`src/common/panel_geometry_pkg.sv`:
```
// panel geometry and pixel format for a 16x8 panel scanned as two halves
// the framebuffer holds one word per (row, column) of a half, top and bottom pixels side by side
package panel_geometry_pkg;

    localparam int PIXEL_WIDTH       = 16;
    localparam int PIXEL_HALFHEIGHT  = 4;
    localparam int PIXEL_HEIGHT      = 8;
    localparam int BRIGHTNESS_LEVELS = 4;   // bits per channel, also number of planes

    localparam int ROW_BITS   = 2;
    localparam int COL_BITS   = 4;
    localparam int PLANE_BITS = 2;

    // word index is row * PIXEL_WIDTH + column
    localparam int WORD_ADDR_BITS = 6;
    localparam int LANE_BITS      = 2;
    localparam int BYTE_ADDR_BITS = 8;      // lane on top of the word index
    localparam int LANES          = 4;
    localparam int FB_WORDS       = PIXEL_WIDTH * PIXEL_HALFHEIGHT;

    // field positions inside pixel_t
    localparam int RED_LSB   = 8;
    localparam int GREEN_LSB = 4;
    localparam int BLUE_LSB  = 0;

    // bit positions inside rgb_t
    localparam int RGB_RED   = 0;
    localparam int RGB_GREEN = 1;
    localparam int RGB_BLUE  = 2;

    typedef logic [15:0] pixel_t;           // [15:12] unused, r [11:8], g [7:4], b [3:0]

    // lane 0 top low byte, lane 1 top high byte, lane 2/3 same for bottom
    typedef logic [31:0] fb_word_t;

    typedef logic [BRIGHTNESS_LEVELS-1:0] brightness_mask_t;

    typedef logic [2:0] rgb_t;

endpackage

```
`src/common/panel_cmd_pkg.sv`:
```
// command opcodes and the FSM state encodings for parser and scan engine
// opcodes are plain ASCII letters, arguments follow as raw bytes
package panel_cmd_pkg;

    // P x y hi lo | R en | B mask
    typedef enum logic [7:0] {
        CMD_PIXEL      = 8'h50,
        CMD_RGB_ENABLE = 8'h52,
        CMD_BRIGHTNESS = 8'h42
    } cmd_opcode_t;

    typedef enum logic [2:0] {
        IDLE,
        GET_X,
        GET_Y,
        GET_HI,
        GET_LO,
        GET_ARG     // single argument byte of R or B
    } parse_state_t;

    // two shift states per column, then latch, then lit
    typedef enum logic [1:0] {
        SHIFT_LOW,
        SHIFT_HIGH,
        LATCH,
        DISPLAY
    } scan_state_t;

endpackage

```
`src/command/command_parser.sv`:
```
// byte command decoder: P x y hi lo writes a pixel, R sets channel enables, B sets plane enables
// out of range pixels are consumed without a write, unknown opcodes are dropped
`timescale 1ns/1ps

module command_parser (
    input  logic                                           clk_root,
    input  logic                                           rst_n,
    input  logic [7:0]                                     rx_data,
    input  logic                                           rx_valid,
    output logic                                           ram_wr_en,
    output logic [panel_geometry_pkg::BYTE_ADDR_BITS-1:0]  ram_wr_addr,
    output logic [7:0]                                     ram_wr_data,
    output panel_geometry_pkg::rgb_t                       rgb_enable,
    output panel_geometry_pkg::brightness_mask_t           brightness_enable
);
    import panel_geometry_pkg::*;
    import panel_cmd_pkg::*;

    parse_state_t state;
    cmd_opcode_t  arg_op;       // which enable GET_ARG updates
    logic [7:0]   x_reg;
    logic [7:0]   y_reg;

    logic                      in_range;
    logic                      bottom_half;
    logic [WORD_ADDR_BITS-1:0] word_idx;
    logic [LANE_BITS-1:0]      lane;

    assign in_range    = (x_reg < 8'(PIXEL_WIDTH)) && (y_reg < 8'(PIXEL_HEIGHT));
    assign bottom_half = (y_reg >= 8'(PIXEL_HALFHEIGHT));
    // y mod half height, half height is a power of two
    assign word_idx    = {y_reg[ROW_BITS-1:0], x_reg[COL_BITS-1:0]};
    assign lane        = {bottom_half, state == GET_HI};   // high byte first

    always_ff @(posedge clk_root or negedge rst_n) begin
        if (!rst_n) begin
            state             <= IDLE;
            arg_op            <= CMD_RGB_ENABLE;
            ram_wr_en         <= 1'b0;
            rgb_enable        <= '1;
            brightness_enable <= '1;
        end else begin
            ram_wr_en <= 1'b0;  // single cycle pulse
            if (rx_valid) begin
                case (state)
                    IDLE: begin
                        case (rx_data)
                            CMD_PIXEL: state <= GET_X;
                            CMD_RGB_ENABLE, CMD_BRIGHTNESS: begin
                                arg_op <= cmd_opcode_t'(rx_data);
                                state  <= GET_ARG;
                            end
                            default: state <= IDLE;     // unknown, drop
                        endcase
                    end
                    GET_X: state <= GET_Y;
                    GET_Y: state <= GET_HI;
                    GET_HI: begin
                        ram_wr_en <= in_range;
                        state     <= GET_LO;
                    end
                    GET_LO: begin
                        ram_wr_en <= in_range;
                        state     <= IDLE;
                    end
                    GET_ARG: begin
                        if (arg_op == CMD_RGB_ENABLE) begin
                            rgb_enable <= rx_data[2:0];
                        end else begin
                            brightness_enable <= rx_data[BRIGHTNESS_LEVELS-1:0];
                        end
                        state <= IDLE;
                    end
                    default: state <= IDLE;
                endcase
            end
        end
    end

    // coordinates and write payload
    always_ff @(posedge clk_root) begin
        if (rx_valid) begin
            if (state == GET_X) begin
                x_reg <= rx_data;
            end
            if (state == GET_Y) begin
                y_reg <= rx_data;
            end
            ram_wr_data <= rx_data;
            ram_wr_addr <= {lane, word_idx};    // only used with ram_wr_en
        end
    end

endmodule

```
`src/framebuffer/frame_ram.sv`:
```
// framebuffer of four byte lanes, byte write port and full word read port
// read latency is one cycle, a read and a write to the same word return the old data
// contents are not cleared by reset
`timescale 1ns/1ps

module frame_ram (
    input  logic                                           clk_root,
    input  logic                                           wr_en,
    input  logic [panel_geometry_pkg::BYTE_ADDR_BITS-1:0]  wr_addr,
    input  logic [7:0]                                     wr_data,
    input  logic [panel_geometry_pkg::WORD_ADDR_BITS-1:0]  rd_addr,
    output panel_geometry_pkg::fb_word_t                   rd_data
);
    import panel_geometry_pkg::*;

    logic [7:0] mem [LANES][FB_WORDS];

    logic [LANE_BITS-1:0]      wr_lane;
    logic [WORD_ADDR_BITS-1:0] wr_word;

    // lane sits above the word index
    assign wr_lane = wr_addr[BYTE_ADDR_BITS-1 -: LANE_BITS];
    assign wr_word = wr_addr[WORD_ADDR_BITS-1:0];

    always_ff @(posedge clk_root) begin
        if (wr_en) begin
            mem[wr_lane][wr_word] <= wr_data;
        end
    end

    // all lanes of one word, lane 0 in the low byte
    always_ff @(posedge clk_root) begin
        for (int l = 0; l < LANES; l++) begin
            rd_data[l*8 +: 8] <= mem[l][rd_addr];
        end
    end

endmodule

```
`src/scan/scan_sequencer.sv`:
```
// scan timing for the panel, one state step per tick of SCAN_DIVIDE clk_root cycles
// per row and plane: 16 columns of low/high shift ticks, one latch tick,
// then OE_BASE_TICKS << plane lit ticks; SCAN_DIVIDE must be 3 or more
`timescale 1ns/1ps

module scan_sequencer #(
    parameter int SCAN_DIVIDE   = 4,
    parameter int OE_BASE_TICKS = 2
) (
    input  logic                                           clk_root,
    input  logic                                           rst_n,
    output logic [panel_geometry_pkg::WORD_ADDR_BITS-1:0]  fetch_addr,
    output logic [panel_geometry_pkg::PLANE_BITS-1:0]      fetch_plane,
    output logic                                           fetch_strobe,
    output logic [panel_geometry_pkg::ROW_BITS-1:0]        row_address,
    output logic                                           clk_pixel,
    output logic                                           row_latch,
    output logic                                           oe_n
);
    import panel_geometry_pkg::*;
    import panel_cmd_pkg::*;

    localparam int DIV_BITS  = $clog2(SCAN_DIVIDE);
    // wide enough for the longest plane
    localparam int DISP_BITS = $clog2(OE_BASE_TICKS << (BRIGHTNESS_LEVELS - 1)) + 1;

    logic [DIV_BITS-1:0]   div_cnt;
    logic                  tick;

    scan_state_t           state;
    logic [COL_BITS-1:0]   col;
    logic [PLANE_BITS-1:0] plane;
    logic [ROW_BITS-1:0]   row;
    logic [DISP_BITS-1:0]  disp_cnt;
    logic [DISP_BITS-1:0]  disp_len;

    assign tick     = (div_cnt == DIV_BITS'(SCAN_DIVIDE - 1));
    assign disp_len = DISP_BITS'(OE_BASE_TICKS) << plane;   // binary weighted

    always_ff @(posedge clk_root or negedge rst_n) begin
        if (!rst_n) begin
            div_cnt <= '0;
        end else if (tick) begin
            div_cnt <= '0;
        end else begin
            div_cnt <= div_cnt + 1'b1;
        end
    end

    always_ff @(posedge clk_root or negedge rst_n) begin
        if (!rst_n) begin
            state       <= SHIFT_LOW;
            col         <= '0;
            plane       <= '0;
            row         <= '0;
            disp_cnt    <= '0;
            row_address <= '0;
        end else if (tick) begin
            case (state)
                SHIFT_LOW: state <= SHIFT_HIGH;
                SHIFT_HIGH: begin
                    if (col == COL_BITS'(PIXEL_WIDTH - 1)) begin
                        col         <= '0;
                        row_address <= row;     // row just shifted in
                        state       <= LATCH;
                    end else begin
                        col   <= col + 1'b1;
                        state <= SHIFT_LOW;
                    end
                end
                LATCH: begin
                    disp_cnt <= '0;
                    state    <= DISPLAY;
                end
                DISPLAY: begin
                    if (disp_cnt == disp_len - DISP_BITS'(1)) begin
                        disp_cnt <= '0;
                        state    <= SHIFT_LOW;
                        // planes inside a row, then next row
                        if (plane == PLANE_BITS'(BRIGHTNESS_LEVELS - 1)) begin
                            plane <= '0;
                            row   <= row + 1'b1;
                        end else begin
                            plane <= plane + 1'b1;
                        end
                    end else begin
                        disp_cnt <= disp_cnt + 1'b1;
                    end
                end
                default: state <= SHIFT_LOW;
            endcase
        end
    end

    assign fetch_addr   = {row, col};
    assign fetch_plane  = plane;
    assign fetch_strobe = (state == SHIFT_LOW) && (div_cnt == '0);  // first cycle only

    // decoded from the state register
    assign clk_pixel = (state == SHIFT_HIGH);
    assign row_latch = (state == LATCH);
    assign oe_n      = (state != DISPLAY);

endmodule

```
`src/scan/pixel_fetch.sv`:
```
// reads the framebuffer word for a column and produces the plane bit of each channel
// outputs are valid two cycles after fetch_strobe and hold until the next fetch
`timescale 1ns/1ps

module pixel_fetch (
    input  logic                                           clk_root,
    input  logic                                           rst_n,
    input  logic                                           fetch_strobe,
    input  logic [panel_geometry_pkg::WORD_ADDR_BITS-1:0]  fetch_addr,
    input  logic [panel_geometry_pkg::PLANE_BITS-1:0]      fetch_plane,
    input  panel_geometry_pkg::rgb_t                       rgb_enable,
    input  panel_geometry_pkg::brightness_mask_t           brightness_enable,
    input  panel_geometry_pkg::fb_word_t                   rd_data,
    output logic [panel_geometry_pkg::WORD_ADDR_BITS-1:0]  rd_addr,
    output panel_geometry_pkg::rgb_t                       rgb1,
    output panel_geometry_pkg::rgb_t                       rgb2
);
    import panel_geometry_pkg::*;

    logic   strobe_d;   // rd_data valid this cycle
    pixel_t top_pix;
    pixel_t bot_pix;
    rgb_t   plane_mask;

    // pick one brightness bit from each channel
    function automatic rgb_t plane_bits(input pixel_t pix, input logic [PLANE_BITS-1:0] p);
        rgb_t bits;
        bits[RGB_RED]   = pix[RED_LSB + p];
        bits[RGB_GREEN] = pix[GREEN_LSB + p];
        bits[RGB_BLUE]  = pix[BLUE_LSB + p];
        return bits;
    endfunction

    assign rd_addr              = fetch_addr;
    assign {bot_pix, top_pix}   = rd_data;      // lanes 0/1 top, 2/3 bottom
    assign plane_mask           = rgb_enable & {3{brightness_enable[fetch_plane]}};

    always_ff @(posedge clk_root or negedge rst_n) begin
        if (!rst_n) begin
            strobe_d <= 1'b0;
            rgb1     <= '0;
            rgb2     <= '0;
        end else begin
            strobe_d <= fetch_strobe;
            if (strobe_d) begin
                rgb1 <= plane_bits(top_pix, fetch_plane) & plane_mask;
                rgb2 <= plane_bits(bot_pix, fetch_plane) & plane_mask;
            end
        end
    end

endmodule

```
`src/verilog/led_matrix_top.sv`:
```
// LED panel controller, everything on clk_root
// rx_data/rx_valid must already be in the clk_root domain, no back-pressure
// SCAN_DIVIDE must be at least 3 so fetched pixels settle before the shift clock
`timescale 1ns/1ps

module led_matrix_top #(
    parameter int SCAN_DIVIDE   = 4,
    parameter int OE_BASE_TICKS = 2
) (
    input  logic                                     clk_root,
    input  logic                                     rst_n,
    input  logic [7:0]                               rx_data,
    input  logic                                     rx_valid,
    output panel_geometry_pkg::rgb_t                 rgb1,
    output panel_geometry_pkg::rgb_t                 rgb2,
    output logic [panel_geometry_pkg::ROW_BITS-1:0]  row_address,
    output logic                                     clk_pixel,
    output logic                                     row_latch,
    output logic                                     oe_n
);
    import panel_geometry_pkg::*;

    logic                      ram_wr_en;
    logic [BYTE_ADDR_BITS-1:0] ram_wr_addr;
    logic [7:0]                ram_wr_data;
    logic [WORD_ADDR_BITS-1:0] rd_addr;
    fb_word_t                  rd_data;

    rgb_t                      rgb_enable;
    brightness_mask_t          brightness_enable;

    logic [WORD_ADDR_BITS-1:0] fetch_addr;
    logic [PLANE_BITS-1:0]     fetch_plane;
    logic                      fetch_strobe;

    command_parser parser_i (
        .clk_root          (clk_root),
        .rst_n             (rst_n),
        .rx_data           (rx_data),
        .rx_valid          (rx_valid),
        .ram_wr_en         (ram_wr_en),
        .ram_wr_addr       (ram_wr_addr),
        .ram_wr_data       (ram_wr_data),
        .rgb_enable        (rgb_enable),
        .brightness_enable (brightness_enable)
    );

    frame_ram fb_i (
        .clk_root (clk_root),
        .wr_en    (ram_wr_en),
        .wr_addr  (ram_wr_addr),
        .wr_data  (ram_wr_data),
        .rd_addr  (rd_addr),
        .rd_data  (rd_data)
    );

    scan_sequencer #(
        .SCAN_DIVIDE   (SCAN_DIVIDE),
        .OE_BASE_TICKS (OE_BASE_TICKS)
    ) scan_i (
        .clk_root     (clk_root),
        .rst_n        (rst_n),
        .fetch_addr   (fetch_addr),
        .fetch_plane  (fetch_plane),
        .fetch_strobe (fetch_strobe),
        .row_address  (row_address),
        .clk_pixel    (clk_pixel),
        .row_latch    (row_latch),
        .oe_n         (oe_n)
    );

    pixel_fetch fetch_i (
        .clk_root          (clk_root),
        .rst_n             (rst_n),
        .fetch_strobe      (fetch_strobe),
        .fetch_addr        (fetch_addr),
        .fetch_plane       (fetch_plane),
        .rgb_enable        (rgb_enable),
        .brightness_enable (brightness_enable),
        .rd_data           (rd_data),
        .rd_addr           (rd_addr),
        .rgb1              (rgb1),
        .rgb2              (rgb2)
    );

endmodule

```
`config.mk`:
```
export PLATFORM = sky130hd
export DESIGN_NAME = led_matrix_top
export DESIGN_NICKNAME = d
export VERILOG_FILES = /design/src/common/panel_geometry_pkg.sv /design/src/common/panel_cmd_pkg.sv /design/src/command/command_parser.sv /design/src/framebuffer/frame_ram.sv /design/src/scan/scan_sequencer.sv /design/src/scan/pixel_fetch.sv /design/src/verilog/led_matrix_top.sv
export SDC_FILE = /design/constraint.sdc
export NUM_CORES = 2
export LEC_CHECK = 0
export ABC_AREA = 0
export BUFFER_PORTS_ARGS = -buffer_cell sky130_fd_sc_hd__buf_2
export CORE_MARGIN = 8
export CORE_UTILIZATION = 64
export DETAILED_ROUTE_END_ITERATION = 8
export HOLD_SLACK_MARGIN = 0.06
export PLACE_DENSITY_LB_ADDON = 0.05
export SYNTH_ARGS = -nofsm -noshare
export SYNTH_HDL_FRONTEND = slang
export SYNTH_HIERARCHICAL = 1
export SYNTH_SLANG_ARGS = --single-unit
```
`constraint.sdc`:
```
create_clock -name clk_root -period 5.05 [get_ports clk_root]
set_input_delay 1.01 -clock clk_root [delete_from_list [all_inputs] [get_ports clk_root]]
set_output_delay 1.01 -clock clk_root [all_outputs]
set_load 0.02 [all_outputs]
```
# --- Yosys cells after proc, flatten, opt, wreduce, memory -nomap -nowiden ---
# Memory sizes are Yosys's and may differ from the RTL's.
# Cells that the tools add are included.
word_totals:
  regBits: 109
  mem_bits_rw: 2048
  input_bits: 11
  out_inout_bits: 11
  word_cells: 126
  mem_count: 1
op_classes:
  addsub: 8
  magnitude_cmp: 10
  eq_ne: 18
  n_shift: 1
  muxes: 42
  n_bitwise: 6
  reduce_logical: 20
mem_list:
  columns: ["memory", "depth", "word_bits", "read_ports", "rd_ports_with_merged_regs", "write_ports", "line", "text"]
  rows:
  - ["fb_i.mem", 4, 512, 4, 0, 1, "frame_ram.sv:16", "logic [7:0] mem [LANES][FB_WORDS];"]
op_table:
  columns: ["op", "n"]
  rows:
  - ["$mux W512", 1]
  - ["$bmux W8 S6", 4]
  - ["$mux W8", 9]
  - ["$lt A32 B5 Y1 const B", 2]
  - ["$demux W8 S6", 1]
  - ["$eq A8 B7 Y1 const B", 4]
  - ["$bmux W1 S4", 4]
  - ["$reduce_and A3 Y1", 5]
  - ["$ge A7 B7 Y1 const B", 2]
  - ["$not A6 Y7", 2]
  - ["$pmux W3 S4", 1]
  - ["$mux W1", 10]
  - ["$pmux W5 S2", 1]
  - ["$reduce_and A2 Y1", 5]
  - ["$and A3 B3 Y3", 3]
  - ["$eq A2 B2 Y1 const B", 4]
  - ["$ge A8 B3 Y1 const B", 1]
  - ["$lt A8 B4 Y1 const B", 1]
  - ["$lt A8 B5 Y1 const B", 1]
  - ["$mux W2", 4]
  - ["$pmux W2 S4", 1]
  - ["$lt A7 B1 Y1 const B", 1]
  - ["$add A2 B1 Y2 const B", 3]
  - ["$bmux W1 S2", 3]
  - ["26 further kinds", 32]

# --- Depth between registers and ports, before layout ---
logic_depth:
  word_depth: 6
  ltp_mapped: 10
  ltp_nobuf: 6

# --- Hierarchy ---
# Netlist, hierarchy kept.
by_module_without_submodules:
  columns: ["module", "n_inst", "cells_each", "area_each_um2", "seq_area_each_um2"]
  rows:
  - ["frame_ram", 1, 3674, 79532.5, 62139.6]
  - ["command_parser", 1, 92, 1819.2, 1448.9]
  - ["scan_sequencer", 1, 93, 1054.8, 475.5]
  - ["pixel_fetch", 1, 35, 516.7, 175.2]

# --- Worst setup path after synthesis ---
# Ideal clock, no wire load.
synth_timing:
  kind: "register -> register"
  start: "register parser_i.ram_wr_data[0]"
  end: "memory fb_i/mem[0][0] in the netlist's numbering (data pin)"
  arrival_time_ps: 3228
  required_ps: 4233
  slack_ps: 1004
  stages_incl_launch_ff: 1
  path_buffers: 0
  synth_period_minus_slack_ps: 4046
  path_cell_list: "edfxtp_1"
synth_lines:
  columns: ["item", "line", "text"]
  rows:
  - ["start, declared", "command_parser.sv:12", "output logic [7:0] ram_wr_data,"]
  - ["start signal, assigned", "command_parser.sv:89", "ram_wr_data <= rx_data;"]
  - ["end, declared", "frame_ram.sv:16", null]
# No word-level cell before the write port.

# --- Worst setup path after layout ---
layout_timing:
  start: "register parser_i/ram_wr_addr[2] in the netlist's numbering"
  end: "memory fb_i/mem[0][437] in the netlist's numbering, enable pin"
layout_between:
  elab_chain_cells: 6
layout_lines:
  columns: ["item", "line", "text"]
  rows:
  - ["start, declared", "command_parser.sv:11", "output logic [panel_geometry_pkg::BYTE_ADDR_BITS-1:0] ram_wr_addr,"]
  - ["start signal, assigned", "command_parser.sv:90", "ram_wr_addr <= {lane, word_idx};"]
  - ["$not A6 Y7 (implied by the code) (*)", "frame_ram.sv:27", "mem[wr_lane][wr_word] <= wr_data;"]
  - ["$ge A7 B7 Y1 (implied by the code) / $lt A7 B1 Y1 (equally long branches)", "frame_ram.sv:27", null]
  - ["$logic_and A1 B1 Y1 (implied by the code)", "frame_ram.sv:27", null]
  - ["$mux W8 (implied by the code)", "frame_ram.sv:27", null]
  - ["$demux W8 S6 (*)", "frame_ram.sv:27", null]
  - ["$mux W512 (implied by the code) (*)", "frame_ram.sv:27", null]
# Every way passes the cells marked *; elsewhere a longest branch is shown, timed or not.

==> impl_metrics.csv <==
group,metric,value,unit
finish,areaGrowthSynthToFinish,10.5,%
setup_path,critPathSlowestCell,"nor3b_1",
finish,largest_reg_flops,1536,
sta,fmax,277,MHz
setup_path,cp_num_buf_inv,0,
power,powerDensity,389,nW/um2
clock_network,cts-buffers-inserted,159,
route,routed_via_density,6.92,
clock_network,cts_hold_buf,0,
sta,tightestPinTransition,1.35,ns
finish,drive_above_1_share,23.5,%
setup_path,path_cells,"nor3b_1, and2_1, nand2_1, nor2_1",
floorplanning,top_level_ports,22,
placement,post-dp-hpwl,100000,um
setup_path,rrSetupSlack,1.44,ns
clock_network,clk_latency,0.75,ns
floorplanning,core_area,98600,um2
clock_network,postCtsResizedCells,0,
sta,setup_violations,0,
sta,fin_setup_tns,0,ns
finish,layout_common_cells,"edfxtp_1, mux4_2, nor2_1",
sta,period_share,71.4,%
min_path,worstHoldPathType,"input port to async pin",
floorplanning,die_x,331,um
outcome,status,"finished clean",
power,total_power,27.4,mW
floorplanning,dieArea,110000,um2
global_routing,grt_pass1_vias,32000,
job,drv_cap,0,
sta,relSlewSlack,9.70,%
yosys,syn_inst,3129,
setup_path,reg2reg_to,"fb_i/mem[0][437]$_DFFE_PP_",
finish,fin_cells,4573,
setup_path,critPathLaunchType,"flip-flop",
route,vias,31600,
route,first_iter_violations,3956,
clock_network,cts_tree,"done",
placement,placed_cells,4287,
global_routing,overflow,0,
setup_path,reg2reg_depth,4,
finish,multi_input_area,13900,um2
setup_path,crit_fanout,8,
floorplanning,die_h,331,um
power,max-vdd-ir-drop,0.346,mV
floorplanning,fp-row-count,115,
global_routing,grt_max_degree,225,
sta,clock-skew-final,0.0265,ns
clock_network,post_cts_buffers,0,
setup_path,arrival,3.98,ns
clock_network,cts_buffer_depth,3,
setup_path,slowest_delay,0.96,ns
floorplanning,start_util,64.6,%
global_routing,grt.total_usage,28.7,%
clock_network,htreeDepth,4,
setup_path,cp.required,5.42,ns
power,leakage,22.4,nW
finish,top_regs,"fb_i/mem (1536), fb_i/rd_data (24)",
placement,gp_congestion,0.890,
setup_path,criticalPathCategory,"flip-flop to flip-flop",
finish,layout.cells.most_common,"edfxtp_1",
finish,area.sequential,48700,um2
clock_network,clk_pin_slew,0.06,ns
yosys,syn_area_per_cell,20.4,um2
sta,drv_slew,0,
placement,portBuffers,21,
sta,rsz0062_at_grt,"false",
finish,nFillCells,5775,
sta,min_period,3.61,ns
clock_network,clockRootBuffer,"clkbuf_16",
route,wl_per_cell,34.4,um
route,drc,0,
yosys,yosysWarnings,6,
finish,nets,3180,
yosys,syn_area,63700,um2
setup_path,r2r_start,"parser_i/ram_wr_addr[2]$_DFFE_PP_",
yosys,syn_nets,3148,
setup_path,cp_top_family,"simple AND/OR/NAND/NOR gates",
route,firstDrtPassIters,5,
setup_path,endpoint_kind,"flip-flop",
global_routing,antenna_found_initial,2,
route,detail-route-antenna-nets,0,
global_routing,grt_pass1_wl,228000,um
route,routed_wl,158000,um
sta,hold_violations,0,
clock_network,clock_sinks,1637,
finish,largest_register,"fb_i/mem",
-- worst max-delay path by stage --
stage,start,endpoint,cells after the start
global placement,scan_i/col[0]$_DFFE_PN0P_,fb_i/rd_data[16]$_DFF_P_,7
floorplan,parser_i/ram_wr_data[0]$_DFFE_PP_,fb_i/mem[0][0]$_DFFE_PP_,0
global route,parser_i/ram_wr_addr[5]$_DFFE_PP_,fb_i/mem[0][432]$_DFFE_PP_,3
detailed placement,scan_i/col[0]$_DFFE_PN0P_,fb_i/rd_data[16]$_DFF_P_,7
finish,parser_i/ram_wr_addr[2]$_DFFE_PP_,fb_i/mem[0][437]$_DFFE_PP_,4
CTS,scan_i/col[0]$_DFFE_PN0P_,fb_i/rd_data[16]$_DFF_P_,7
-- metal layers --
layer	track usage (%)	up-vias	share of wire [%]
met5	0	-	0
li1	-	12800	-
met3	6.38	317	9.9
met4	11.1	0	4.2
met1	39.8	16700	38
met2	45.2	1822	48
-- power by group --
part           internal [mW]  leakage (nW)  switching, mW
sequential              15.0          14.9         0.0663
clock                   6.95          2.53           4.81
combinational         0.0630          5.03          0.439
-- layout make-up --
type / instances / area share (%)
tap: 1287 / 2.29
clock buffer: 209 / 6.22
sequential: 1637 / 69.3
clock inverter: 76 / 1.14
multi-input combinational: 1258 / 19.7
inverter: 5 / 0.0267
antenna: 1 / 0.00356
timing repair buffer: 100 / 1.34
-- stage by stage --
step	hold WS, ns	setup WS [ns]	util [%]	area (um2)
3_3_place_gp	0.425	1.62	66.1	65100
4_1_cts	0.448	1.56	71.4	70300
3_5_place_dp	0.443	1.60	66.1	65200
6_report	0.448	1.44	71.4	70300
5_1_grt	0.471	1.41	71.4	70300
2_1_floorplan	0.400	1.00	-	63700
-- worst register-to-register path: stages, from the launching register on --
cell	delay (ns)
edfxtp_1	0.50
nor3b_1	0.96
and2_1	0.48
nand2_1	0.40
nor2_1	0.91
No activity file was read; power rests on OpenSTA's default activity.
